==> src/include/fp_add_settings.svh <==
`ifndef FP_ADD_SETTINGS_SVH
`define FP_ADD_SETTINGS_SVH

// binary16 field widths
`define FP_EXP_WIDTH   5
`define FP_MNTS_WIDTH  10 // stored bits, hidden one not counted

// guard, round and sticky below the mantissa lsb
`define FP_GRS_WIDTH   3

// sign + exponent + mantissa
`define FP_WORD_WIDTH  (1 + `FP_EXP_WIDTH + `FP_MNTS_WIDTH)

// all-ones exponent, reserved for infinity
`define FP_EXP_MAX     ((1 << `FP_EXP_WIDTH) - 1)

`endif

==> src/design/fp_add_pkg.sv <==
`include "fp_add_settings.svh"

package fp_add_pkg;

	typedef logic [`FP_EXP_WIDTH-1:0] exp_t;
	typedef logic [`FP_EXP_WIDTH:0]   exp_ext_t; // extra msb catches carry or borrow

	typedef logic [`FP_MNTS_WIDTH-1:0] mnts_t;

	// hidden one, stored mantissa, then g r s
	typedef logic [`FP_MNTS_WIDTH+`FP_GRS_WIDTH:0] ext_mnts_t;

	// adder result, one carry bit on top of ext_mnts_t
	typedef logic [`FP_MNTS_WIDTH+`FP_GRS_WIDTH+1:0] sum_mnts_t;

	// packed word, msb first
	typedef struct packed {
		logic  sign;
		exp_t  exp;
		mnts_t mnts;
	} fp_word_t;

	typedef enum logic {
		FP_OP_ADD = 1'b0,
		FP_OP_SUB = 1'b1
	} fp_op_e;

	// post-add normalization direction
	typedef enum logic [1:0] {
		NORM_LEFT  = 2'd0, // leading zeros, shift up
		NORM_RIGHT = 2'd1, // mantissa carry, shift down by one
		NORM_ZERO  = 2'd2  // exact cancellation
	} norm_e;

endpackage

==> src/design/fp_align.sv <==
`timescale 1ns/1ps
`include "fp_add_settings.svh"

module fp_align (
	input  logic                  i_clk,
	input  logic                  i_arst_n,
	input  logic                  i_valid,
	input  fp_add_pkg::fp_op_e    i_op,
	input  fp_add_pkg::fp_word_t  i_a,
	input  fp_add_pkg::fp_word_t  i_b,
	output logic                  o_valid,
	output logic                  o_sign,
	output fp_add_pkg::exp_t      o_exp,
	output fp_add_pkg::ext_mnts_t o_large_mnts,
	output fp_add_pkg::ext_mnts_t o_small_mnts,
	output logic                  o_eff_sub
);
	import fp_add_pkg::*;

	localparam int PRE_W     = `FP_MNTS_WIDTH + `FP_GRS_WIDTH; // hidden + mnts + g + r
	localparam int MAX_SHIFT = PRE_W + 1; // from here on only the sticky survives

	fp_word_t         b_signed; // b after the opcode is applied
	fp_word_t         large_op;
	fp_word_t         small_op;
	logic             a_ge_b;
	exp_t             exp_diff;
	logic [PRE_W-1:0] small_pre;
	logic [2*PRE_W-1:0] small_shifted; // lower half collects the bits shifted out
	logic             sticky;

	always_comb begin
		b_signed      = i_b;
		b_signed.sign = i_b.sign ^ (i_op == FP_OP_SUB); // a - b == a + (-b)
	end

	// magnitude compare, exponent first then mantissa, a wins ties
	assign a_ge_b   = {i_a.exp, i_a.mnts} >= {b_signed.exp, b_signed.mnts};
	assign large_op = a_ge_b ? i_a : b_signed;
	assign small_op = a_ge_b ? b_signed : i_a;
	assign exp_diff = large_op.exp - small_op.exp; // never negative after the swap

	assign small_pre = {1'b1, small_op.mnts, 2'b00}; // g and r start empty

	always_comb begin
		if (exp_diff >= exp_t'(MAX_SHIFT)) begin
			small_shifted = '0;
			sticky        = 1'b1; // hidden one is somewhere below r
		end else begin
			small_shifted = {small_pre, {PRE_W{1'b0}}} >> exp_diff;
			sticky        = |small_shifted[PRE_W-1:0]; // every bit that fell below r
		end
	end

	always_ff @(posedge i_clk or negedge i_arst_n) begin
		if (!i_arst_n) begin
			o_valid <= 1'b0;
		end else begin
			o_valid <= i_valid;
		end
	end

	// payload, held between operations
	always_ff @(posedge i_clk) begin
		if (i_valid) begin
			o_sign       <= large_op.sign; // result sign follows the larger magnitude
			o_exp        <= large_op.exp;
			o_large_mnts <= {1'b1, large_op.mnts, {`FP_GRS_WIDTH{1'b0}}};
			o_small_mnts <= {small_shifted[2*PRE_W-1:PRE_W], sticky};
			o_eff_sub    <= i_a.sign ^ b_signed.sign;
		end
	end

	// zero, subnormal, inf and nan are outside the supported range
	a_normal_operands : assert property (@(posedge i_clk) disable iff (!i_arst_n)
		i_valid |-> (i_a.exp != '0) && (i_a.exp != exp_t'(`FP_EXP_MAX)) &&
			(i_b.exp != '0) && (i_b.exp != exp_t'(`FP_EXP_MAX)))
		else $error("fp_align: operand exponent outside 1..30");

endmodule

==> src/design/fp_mnts_addsub.sv <==
`timescale 1ns/1ps

module fp_mnts_addsub (
	input  logic                  i_clk,
	input  logic                  i_arst_n,
	input  logic                  i_valid,
	input  logic                  i_sign,
	input  fp_add_pkg::exp_t      i_exp,
	input  fp_add_pkg::ext_mnts_t i_large_mnts,
	input  fp_add_pkg::ext_mnts_t i_small_mnts,
	input  logic                  i_eff_sub,
	output logic                  o_valid,
	output logic                  o_sign,
	output fp_add_pkg::exp_t      o_exp,
	output fp_add_pkg::sum_mnts_t o_sum
);
	import fp_add_pkg::*;

	sum_mnts_t sum; // top bit is the carry

	// sign-magnitude, large minus small never goes negative
	always_comb begin
		if (i_eff_sub) begin
			sum = {1'b0, i_large_mnts} - {1'b0, i_small_mnts};
		end else begin
			sum = {1'b0, i_large_mnts} + {1'b0, i_small_mnts};
		end
	end

	always_ff @(posedge i_clk or negedge i_arst_n) begin
		if (!i_arst_n) begin
			o_valid <= 1'b0;
		end else begin
			o_valid <= i_valid;
		end
	end

	always_ff @(posedge i_clk) begin
		if (i_valid) begin
			o_sign <= i_sign;
			o_exp  <= i_exp;
			o_sum  <= sum;
		end
	end

	// relies on the magnitude ordering done one stage earlier
	a_sub_no_carry : assert property (@(posedge i_clk) disable iff (!i_arst_n)
		(i_valid && i_eff_sub) |-> !sum[$bits(sum_mnts_t)-1])
		else $error("fp_mnts_addsub: carry out of a subtraction");

endmodule

==> src/design/fp_normalize.sv <==
`timescale 1ns/1ps
`include "fp_add_settings.svh"

module fp_normalize (
	input  logic                                       i_clk,
	input  logic                                       i_arst_n,
	input  logic                                       i_valid,
	input  logic                                       i_sign,
	input  fp_add_pkg::exp_t                           i_exp,
	input  fp_add_pkg::sum_mnts_t                      i_sum,
	output logic                                       o_valid,
	output logic                                       o_sign,
	output fp_add_pkg::exp_t                           o_exp,
	output logic [`FP_MNTS_WIDTH+`FP_GRS_WIDTH-1:0]    o_mnts,
	output logic                                       o_underflow,
	output logic                                       o_zero
);
	import fp_add_pkg::*;

	localparam int SUM_MSB = `FP_MNTS_WIDTH + `FP_GRS_WIDTH; // hidden bit position
	localparam int LZ_W    = $clog2(SUM_MSB + 1);

	norm_e              norm_dir;
	logic [LZ_W-1:0]    lz_cnt;
	logic [SUM_MSB-1:0] left_body; // hidden..r shifted up, sticky kept apart
	exp_ext_t           exp_adj;
	logic [SUM_MSB-1:0] mnts_norm;
	logic               uflow;

	// priority on carry, then zero
	always_comb begin
		if (i_sum[SUM_MSB+1]) begin
			norm_dir = NORM_RIGHT;
		end else if (i_sum == '0) begin
			norm_dir = NORM_ZERO;
		end else begin
			norm_dir = NORM_LEFT;
		end
	end

	// leading zero count below the carry bit, highest set bit wins
	always_comb begin
		lz_cnt = '0;
		for (int i = 0; i <= SUM_MSB; i++) begin
			if (i_sum[i]) lz_cnt = LZ_W'(SUM_MSB - i);
		end
	end

	assign left_body = i_sum[SUM_MSB:1] << lz_cnt; // zeros shifted into r

	always_comb begin
		exp_adj   = '0;
		mnts_norm = '0;
		uflow     = 1'b0;
		case (norm_dir)
			NORM_RIGHT: begin
				exp_adj   = {1'b0, i_exp} + exp_ext_t'(1);
				// old r and s fold into the new sticky
				mnts_norm = {i_sum[SUM_MSB:2], |i_sum[1:0]};
			end
			NORM_LEFT: begin
				exp_adj   = {1'b0, i_exp} - exp_ext_t'(lz_cnt);
				mnts_norm = {left_body[SUM_MSB-2:0], i_sum[0]}; // drop hidden bit
				// borrow or exponent zero, below the smallest normal
				uflow     = exp_adj[`FP_EXP_WIDTH] || (exp_adj == '0);
			end
			default: begin
				exp_adj   = '0; // exact cancellation
				mnts_norm = '0;
			end
		endcase
	end

	always_ff @(posedge i_clk or negedge i_arst_n) begin
		if (!i_arst_n) begin
			o_valid <= 1'b0;
		end else begin
			o_valid <= i_valid;
		end
	end

	always_ff @(posedge i_clk) begin
		if (i_valid) begin
			o_sign      <= i_sign;
			o_exp       <= exp_adj[`FP_EXP_WIDTH-1:0]; // msb only mattered for the borrow
			o_mnts      <= mnts_norm;
			o_underflow <= uflow;
			o_zero      <= (norm_dir == NORM_ZERO);
		end
	end

endmodule

==> src/design/fp_round.sv <==
`timescale 1ns/1ps
`include "fp_add_settings.svh"

module fp_round (
	input  logic                                    i_clk,
	input  logic                                    i_arst_n,
	input  logic                                    i_valid,
	input  logic                                    i_sign,
	input  fp_add_pkg::exp_t                        i_exp,
	input  logic [`FP_MNTS_WIDTH+`FP_GRS_WIDTH-1:0] i_mnts,
	input  logic                                    i_underflow,
	input  logic                                    i_zero,
	output logic                                    o_valid,
	output fp_add_pkg::fp_word_t                    o_y,
	output logic                                    o_overflow,
	output logic                                    o_underflow
);
	import fp_add_pkg::*;

	localparam int MW = `FP_MNTS_WIDTH;
	localparam int GW = `FP_GRS_WIDTH;

	logic                        round_up;
	logic [MW:0]                 mnts_inc; // msb is the rounding carry
	mnts_t                       mnts_fin;
	exp_ext_t                    exp_rnd;
	logic                        ovf;
	logic [`FP_WORD_WIDTH-1:0]   y_next;

	// nearest even, l = mantissa lsb, then g r s
	assign round_up = i_mnts[GW-1] & (i_mnts[GW] | i_mnts[GW-2] | i_mnts[GW-3]);
	assign mnts_inc = {1'b0, i_mnts[MW+GW-1:GW]} + (MW+1)'(round_up);

	// 1.11..1 + ulp becomes 10.0..0, shift back down one place
	assign mnts_fin = mnts_inc[MW] ? {1'b0, mnts_inc[MW-1:1]} : mnts_inc[MW-1:0];
	assign exp_rnd  = {1'b0, i_exp} + exp_ext_t'(mnts_inc[MW]);

	// flushed results carry a meaningless exponent
	assign ovf = !(i_underflow || i_zero) && (exp_rnd >= exp_ext_t'(`FP_EXP_MAX));

	always_comb begin
		if (ovf) begin
			y_next = {i_sign, exp_t'(`FP_EXP_MAX), {MW{1'b0}}}; // signed infinity
		end else if (i_underflow || i_zero) begin
			y_next = {i_sign, {`FP_EXP_WIDTH{1'b0}}, {MW{1'b0}}}; // signed zero
		end else begin
			y_next = {i_sign, exp_rnd[`FP_EXP_WIDTH-1:0], mnts_fin};
		end
	end

	always_ff @(posedge i_clk or negedge i_arst_n) begin
		if (!i_arst_n) begin
			o_valid     <= 1'b0;
			o_overflow  <= 1'b0;
			o_underflow <= 1'b0;
		end else begin
			o_valid <= i_valid;
			if (i_valid) begin
				o_overflow  <= ovf;
				o_underflow <= i_underflow; // exact zero is not an underflow
			end
		end
	end

	always_ff @(posedge i_clk) begin
		if (i_valid) o_y <= fp_word_t'(y_next);
	end

	a_flags_exclusive : assert property (@(posedge i_clk) disable iff (!i_arst_n)
		!(o_overflow && o_underflow))
		else $error("fp_round: overflow and underflow both set");

endmodule

==> src/design/fp_add_top.sv <==
`timescale 1ns/1ps
`include "fp_add_settings.svh"

module fp_add_top (
	input  logic                 i_clk,
	input  logic                 i_arst_n,
	input  logic                 i_valid,
	input  fp_add_pkg::fp_op_e   i_op,
	input  fp_add_pkg::fp_word_t i_a,
	input  fp_add_pkg::fp_word_t i_b,
	output logic                 o_valid,
	output fp_add_pkg::fp_word_t o_y,
	output logic                 o_overflow,
	output logic                 o_underflow
);
	import fp_add_pkg::*;

	// stage 1 to 2
	logic      s1_valid;
	logic      s1_sign;
	exp_t      s1_exp;
	ext_mnts_t s1_large_mnts;
	ext_mnts_t s1_small_mnts;
	logic      s1_eff_sub;

	// stage 2 to 3
	logic      s2_valid;
	logic      s2_sign;
	exp_t      s2_exp;
	sum_mnts_t s2_sum;

	// stage 3 to 4, mantissa without hidden bit
	logic                                    s3_valid;
	logic                                    s3_sign;
	exp_t                                    s3_exp;
	logic [`FP_MNTS_WIDTH+`FP_GRS_WIDTH-1:0] s3_mnts;
	logic                                    s3_underflow;
	logic                                    s3_zero;

	fp_align u_align (.i_clk, .i_arst_n, .i_valid, .i_op, .i_a, .i_b,
		.o_valid(s1_valid), .o_sign(s1_sign), .o_exp(s1_exp),
		.o_large_mnts(s1_large_mnts), .o_small_mnts(s1_small_mnts), .o_eff_sub(s1_eff_sub));

	fp_mnts_addsub u_addsub (.i_clk, .i_arst_n, .i_valid(s1_valid), .i_sign(s1_sign),
		.i_exp(s1_exp), .i_large_mnts(s1_large_mnts), .i_small_mnts(s1_small_mnts),
		.i_eff_sub(s1_eff_sub), .o_valid(s2_valid), .o_sign(s2_sign), .o_exp(s2_exp),
		.o_sum(s2_sum));

	fp_normalize u_normalize (.i_clk, .i_arst_n, .i_valid(s2_valid), .i_sign(s2_sign),
		.i_exp(s2_exp), .i_sum(s2_sum), .o_valid(s3_valid), .o_sign(s3_sign), .o_exp(s3_exp),
		.o_mnts(s3_mnts), .o_underflow(s3_underflow), .o_zero(s3_zero));

	fp_round u_round (.i_clk, .i_arst_n, .i_valid(s3_valid), .i_sign(s3_sign),
		.i_exp(s3_exp), .i_mnts(s3_mnts), .i_underflow(s3_underflow), .i_zero(s3_zero),
		.o_valid, .o_y, .o_overflow, .o_underflow);

endmodule

==> config.mk <==
export PLATFORM = sky130hd
export DESIGN_NAME = fp_add_top
export DESIGN_NICKNAME = d
export VERILOG_FILES = /design/src/design/fp_add_pkg.sv /design/src/design/fp_align.sv /design/src/design/fp_mnts_addsub.sv /design/src/design/fp_normalize.sv /design/src/design/fp_round.sv /design/src/design/fp_add_top.sv
export VERILOG_INCLUDE_DIRS = /design/src /design/src/include
export SDC_FILE = /design/constraint.sdc
export NUM_CORES = 1
export LEC_CHECK = 0
export BUFFER_PORTS_ARGS = -buffer_cell sky130_fd_sc_hd__buf_4
export CORE_MARGIN = 2
export CORE_UTILIZATION = 40
export CTS_BUF_LIST = sky130_fd_sc_hd__clkbuf_16
export DETAILED_ROUTE_END_ITERATION = 7
export PLACE_DENSITY = 0.55
export SLEW_MARGIN = 10
export SYNTH_ARGS = -nofsm -noshare
export SYNTH_HDL_FRONTEND = slang
export SYNTH_SLANG_ARGS = --single-unit
==> constraint.sdc <==
create_clock -name i_clk -period 4.15 [get_ports i_clk]
set_input_delay 0.83 -clock i_clk [delete_from_list [all_inputs] [get_ports i_clk]]
set_output_delay 0.83 -clock i_clk [all_outputs]
set_load 0.05 [all_outputs]
# Word level (Yosys, flattened, before mapping)
# Cells that the tools add are included.
word_totals:
  register_bits: 95
  input_bits: 36
  out_inout_bits: 19
  elab_cells: 76
op_classes:
  addsub: 7
  n_lt_le_gt_ge: 3
  eq_ne: 2
  shift: 2
  mux: 23
  n_bitwise: 5
  n_reduce_logical: 11
ops:
  columns: ["operator", "count"]
  rows:
  - ["$mux W4", 14]
  - ["$mux W15", 3]
  - ["$pmux W13 S2", 1]
  - ["$shr A26 B5 Y26", 1]
  - ["$mux W16", 1]
  - ["$add A14 B14 Y15", 1]
  - ["$ge A15 B15 Y1", 1]
  - ["$logic_not A15 Y1", 1]
  - ["$sub A14 B14 Y15", 1]
  - ["$reduce_or A13 Y1", 1]
  - ["$shl A13 B4 Y12", 1]
  - ["$add A10 B1 Y11", 1]
  - ["$mux W10", 1]
  - ["$pmux W5 S2", 1]
  - ["$add A5 B1 Y6", 1]
  - ["$ge A6 B5 Y1 const B", 1]
  - ["$logic_not A6 Y1", 1]
  - ["$sub A5 B4 Y6", 1]
  - ["$add A5 B1 Y5 const B", 1]
  - ["$ge A5 B4 Y1 const B", 1]
  - ["$sub A5 B5 Y5", 1]
  - ["$mux W2", 2]
  - ["$reduce_or A2 Y1", 2]
  - ["$reduce_or A3 Y1", 1]
  - ["other kinds (9)", 12]

# Logic depth before layout (Yosys ltp)
logic_depth:
  depth_word: 17
  mapped_depth: 19
  mapped_depth_nobuf: 19

# Modules after synthesis
# From an unflattened synthesis, not the netlist that was laid out.
unflattened:
  cells_unflattened: 729
  area_unflattened_um2: 7327.0
by_module_without_submodules:
  columns: ["module", "instances", "cells_each", "area_each_um2", "seq_area_each_um2"]
  rows:
  - ["fp_align", 1, 285, 2798.9, 955.9]
  - ["fp_normalize", 1, 195, 1799.2, 655.6]
  - ["fp_mnts_addsub", 1, 163, 1667.8, 655.6]
  - ["fp_round", 1, 86, 1061.0, 555.5]

# Worst setup path before layout
# Ideal clock, no wire load.
synth_path:
  path_kind: "in2reg"
  startpoint: "in i_b[10] (netlist bit)"
  endpoint: "reg u_align.o_small_mnts[0], data pin"
  setup_time_ns: 0.163
  t_arrival_ns: 4.306
  required_time_ns: 3.987
  setup_slack_ns: -0.319
  cell_stages: 18
  n_path_buf: 3
  path_cell_list: "inv_1 > ha_1 > buf_6 > and2_4 > a221o_1 > a221oi_4 > o21a_1 > buf_6 > mux2i_1 > ha_1 > clkbuf_1 > o21ai_0 > a21oi_1 > mux2_2 > inv_1 > nor4_1 > a311o_1 > o221ai_1"
synth_between:
  elab_chain_cells: 5
  elab_cells_between_ends: 7
  cone_classes: "add/sub (1); order compare (2); shift (1); mux (2); reduce/logical (1)"
synth_rtl:
  columns: ["item", "line", "text"]
  rows:
  - ["from (decl)", "fp_add_top.sv:10", "input fp_add_pkg::fp_word_t i_b,"]
  - ["$ge A15 B15 Y1", "fp_align.sv:38", "assign a_ge_b = {i_a.exp, i_a.mnts} >= {b_signed.exp, b_signed.mnts};"]
  - ["$mux W16 / $mux W15 (equally long branches)", "fp_align.sv:39, fp_align.sv:40", null]
  - ["$sub A5 B5 Y5", "fp_align.sv:41", "assign exp_diff = large_op.exp - small_op.exp;"]
  - ["$shr A26 B5 Y26", "fp_align.sv:50", "small_shifted = {small_pre, {PRE_W{1'b0}}} >> exp_diff;"]
  - ["$reduce_or A13 Y1", "fp_align.sv:51", "sticky = |small_shifted[PRE_W-1:0];"]
  - ["to (signal assigned)", "fp_align.sv:69", "o_small_mnts <= {small_shifted[2*PRE_W-1:PRE_W], sticky};"]
  - ["to (decl)", "fp_align.sv:15", "output fp_add_pkg::ext_mnts_t o_small_mnts,"]
# Several ways; a longest one is shown, not always the timed one.
# A chain may end at the register's enable or synchronous reset.

# Worst setup path in the final report
layout_path:
  startpoint: "in i_a[9] (netlist bit)"
  endpoint: "reg u_align.o_small_mnts[1], data pin"
layout_between:
  elab_chain_cells: 4
  elab_cells_between_ends: 6
  cone_classes: "add/sub (1); order compare (2); shift (1); mux (2)"
layout_rtl:
  columns: ["item", "line", "text"]
  rows:
  - ["from (decl)", "fp_add_top.sv:9", "input fp_add_pkg::fp_word_t i_a,"]
  - ["$ge A15 B15 Y1", "fp_align.sv:38", null]
  - ["$mux W16 / $mux W15 (equally long branches)", "fp_align.sv:39, fp_align.sv:40", null]
  - ["$sub A5 B5 Y5", "fp_align.sv:41", null]
  - ["$shr A26 B5 Y26 / $ge A5 B4 Y1 (equally long branches)", "fp_align.sv:50, fp_align.sv:46", null]
# Several ways; a longest one is shown, not always the timed one.

==> results.toml <==
[status]
status = "finished, final reports clean"

[final_layout]
final_core_util_pct = 51.3
fillers = 1581
diodes = 0
multi_input_area_mm2 = 0.00393
area_delta_synth_final_pct = 26.2
drive_above_1_share_pct = 27.4
regArea_mm2 = 0.00282
finalNetCount = 937

[critical_path]
worstSetupPathType = "in2reg"
worstSetupEndpoint = "u_align.o_small_mnts[1]"
cp_max_fo = 12
worstReg2RegStart = "u_normalize.o_mnts[3]"
endpoint_kind = "register"
worstPathRequired_ns = 4.26
crit_start = "i_a[9]"
rr_endpoint = "u_round.o_y[2]"
cp.arrival_ns = 4.18
worst_r2r_path_depth = 19
reg2reg_setup_slack_ns = 0.30
start_kind = "input pin"

[clock_network]
clk_latency_ns = 0.35
clk_pin_slew_ns = 0.07
ctsRootBufferMaster = "clkbuf_16"
cts.htree.levels = 3
numCtsBuffers = 9
cts_tree = "yes"
cts.sinks = 95
clockBufferDepth = 2

[global_route]
grt_start_max_net_pins = 33
gr-usage-all-layers_pct = 18.8
grt_pass1_wl_mm = 27.8
global_route.overflow_total = 0
grt_pass1_vias = 5985
antenna_found_initial = 0

[drt]
vias = 5891
detail_route.wirelength_mm = 16.8
vias_per_cell = 5.44
wl_per_cell_um = 15.5
drt_iter0_drc = 348
ant_nets = 0
drc = 0
firstDrtPassIters = 5

[synth]
async_flop_share_pct = 6.32
synth-main-ff-cell = "edfxtp_1"
synth_cells = 706
yosysTopAreaCellShare_pct = 38.3
synth-seq-cells = 95
postSynthAreaPerCell_um2 = 9.88
syn_area_mm2 = 0.00698
synth_edf_count = 89
synth_largest_area_cell = "edfxtp_1"
ys_warn_count = 0
ys_types = 75
yosysSeqAreaShare_pct = 40.5
syn_nets = 791
synth.area.top_cells = "edfxtp_1 (38%), ha_1 (8.6%), mux4_2 (5.5%), a21oi_1 (4.4%), inv_1 (3.4%)"

[floorplan]
num_rows = 48
die_area_mm2 = 0.0185
floorplan.initialDensity_pct = 40.6
die_w_um = 136
core_region_area_mm2 = 0.0172
fp.dieH_um = 136
ios = 55

[pwr]
p_leak_nw = 3.70
power.density_mw_per_mm2 = 471
max-vdd-ir-drop_uv = 276

[placement]
portBuffers = 54
dp_slack_ns = -0.388
place_congestion = 0.944
place_hpwl_mm = 13.6

[sta]
finalCritPeriodShare_pct = 98.2
layout_setup_ws_ns = 0.0754
min_period_ns = 4.07
fin_worst_skew_ns = 0.00432
tightest_slew_ns = 0.819
max_freq_mhz = 245
setup_viol = 0
final_max_slew_viol_count = 0
hold_viol = 0
grt_setup_unrepaired = "yes"
max_slew_margin_pct = 45.4

[hold_path]
hp-class = "in2async"

[run]
cap_violations = 0
-- worst max-delay path, cell delays in order --
cell and delay, ns:
buf_4 0.12, ha_1 0.28, and2_4 0.16, a221o_1 0.34, a221oi_4 0.29, o21a_2 0.23, mux2i_4 0.24, buf_4 0.14
ha_4 0.12, buf_4 0.12, nor2_1 0.04, o21a_1 0.17, or3_4 0.43, buf_4 0.17, buf_4 0.14, a21oi_4 0.13
a211oi_2 0.08, buf_4 0.15
-- cells by family (layout without fill, tap and decap cells) --
kind of cell	after synthesis	count (layout)	share of synthesized area (%)
AO/OA/AOI/OAI	199	199	18.5
adder cells (fa/ha/maj)	51	51	9.18
buffers and inverters	92	243	5.33
multiplexers	35	35	8.18
XOR/XNOR	27	27	3.39
AND/OR/NAND/NOR	207	207	14.9
flip-flops	95	95	40.5
-- cell usage after synthesis, types with 6 or more instances --
cell / n
a211oi_1: 7
a21o_1: 6
a21oi_1: 62
a221o_1: 7
a31oi_1: 7
and2_1: 6
and3_1: 8
clkbuf_1: 18
dfrtp_1: 6
edfxtp_1: 89
ha_1: 48
inv_1: 63
mux2_2: 6
mux2i_1: 12
mux4_2: 17
nand2_1: 61
nand2b_1: 9
nand3_1: 10
nand4_1: 6
nor2_1: 53
nor3_1: 16
nor4_1: 8
o211ai_1: 9
o21ai_0: 45
o21bai_1: 6
xnor2_1: 16
xor2_1: 11
-- stage by stage --
stage	total power [mW]	std cells	instance area, µm²	TNS (ns)	hold WS, ns
after floorplan	2.70	706	7080	-0.208	0.400
after global placement	3.25	1059	8370	-2.41	0.409
after detailed placement	3.28	1059	8370	-3.62	0.408
after CTS	4.10	1076	8680	0	0.272
after global routing	4.42	1082	8800	-0.107	0.270
final	4.15	1082	8800	0	0.275
-- power by group --
part           switching, mW  internal, mW
clock                  0.349         0.469
combinational          0.998         0.846
sequential             0.167          1.32
total                   1.51          2.64
-- layout make-up --
| class | count | area share (%) |
|---|---|---|
| multi-input combinational | 519 | 44.6 |
| sequential | 95 | 32.1 |
| timing repair buffer | 161 | 13.7 |
| tap | 225 | 3.20 |
| inverter | 66 | 3.01 |
| clock buffer | 9 | 2.56 |
| clock inverter | 7 | 0.810 |
-- layout by cell type, fill, tap and decap left out, types with 4 or more instances in the layout --
cell type | synthesis | final
buf_4 | 0 | 161
edfxtp_1 | 89 | 89
inv_1 | 63 | 61
nand2_1 | 61 | 61
a21oi_1 | 62 | 60
nor2_1 | 53 | 50
o21ai_0 | 45 | 44
ha_1 | 48 | 44
mux4_2 | 17 | 17
xnor2_1 | 16 | 16
nor3_1 | 16 | 15
xor2_1 | 11 | 11
nand3_1 | 10 | 10
nand2b_1 | 9 | 9
o211ai_1 | 9 | 9
mux2i_1 | 12 | 9
clkbuf_16 | 0 | 9
and3_1 | 8 | 8
a221o_1 | 7 | 7
nor4_1 | 8 | 7
a31oi_1 | 7 | 7
and2_1 | 6 | 6
nand4_1 | 6 | 6
a21o_1 | 6 | 6
o21bai_1 | 6 | 6
a211oi_1 | 7 | 6
dfrtp_1 | 6 | 6
nor2b_1 | 5 | 5
o22ai_1 | 5 | 5
o31ai_1 | 4 | 4
o21a_1 | 5 | 4
mux2_2 | 6 | 4
a22o_1 | 4 | 4
ha_4 | 0 | 4
-- registers in the layout, indices dropped and copies added (netlist names), 5 cells and up --
| name | flops |
|---|---|
| u_round.o_y | 16 |
| u_addsub.o_sum | 15 |
| u_align.o_small_mnts | 14 |
| u_normalize.o_mnts | 13 |
| u_align.o_large_mnts | 10 |
| u_addsub.o_exp | 5 |
| u_align.o_exp | 5 |
| u_normalize.o_exp | 5 |
-- metal layers --
metal,track usage (%),share of wire [%],vias to the layer above
met1,19.7,39,2775
met2,36.0,54,139
met5,0,0,-
met4,9.95,3.8,0
li1,-,-,2932
met3,2.72,3.2,45
-- repair_timing --
item / 4_1_cts / 5_1_grt
hold buffers: 0 / 0
endpoints found under the setup margin: 1 / 13
gates resized for setup: 1 / 19
buffers inserted: 1 / 6
pin swaps: 0 / 7
-- worst min-delay path by stage --
stage | slack (ns) | endpoint | startpoint
6_report | 0.27 | u_addsub.o_valid | i_arst_n
5_1_grt | 0.27 | u_addsub.o_valid | i_arst_n
4_1_cts | 0.27 | u_addsub.o_valid | i_arst_n
3_5_place_dp | 0.41 | u_addsub.o_exp[0] | u_align.o_exp[0]
3_3_place_gp | 0.41 | u_round.o_y[15] | u_normalize.o_sign
2_1_floorplan | 0.40 | u_addsub.o_exp[0] | u_align.o_exp[0]
No activity file was read; power rests on OpenSTA's default activity.
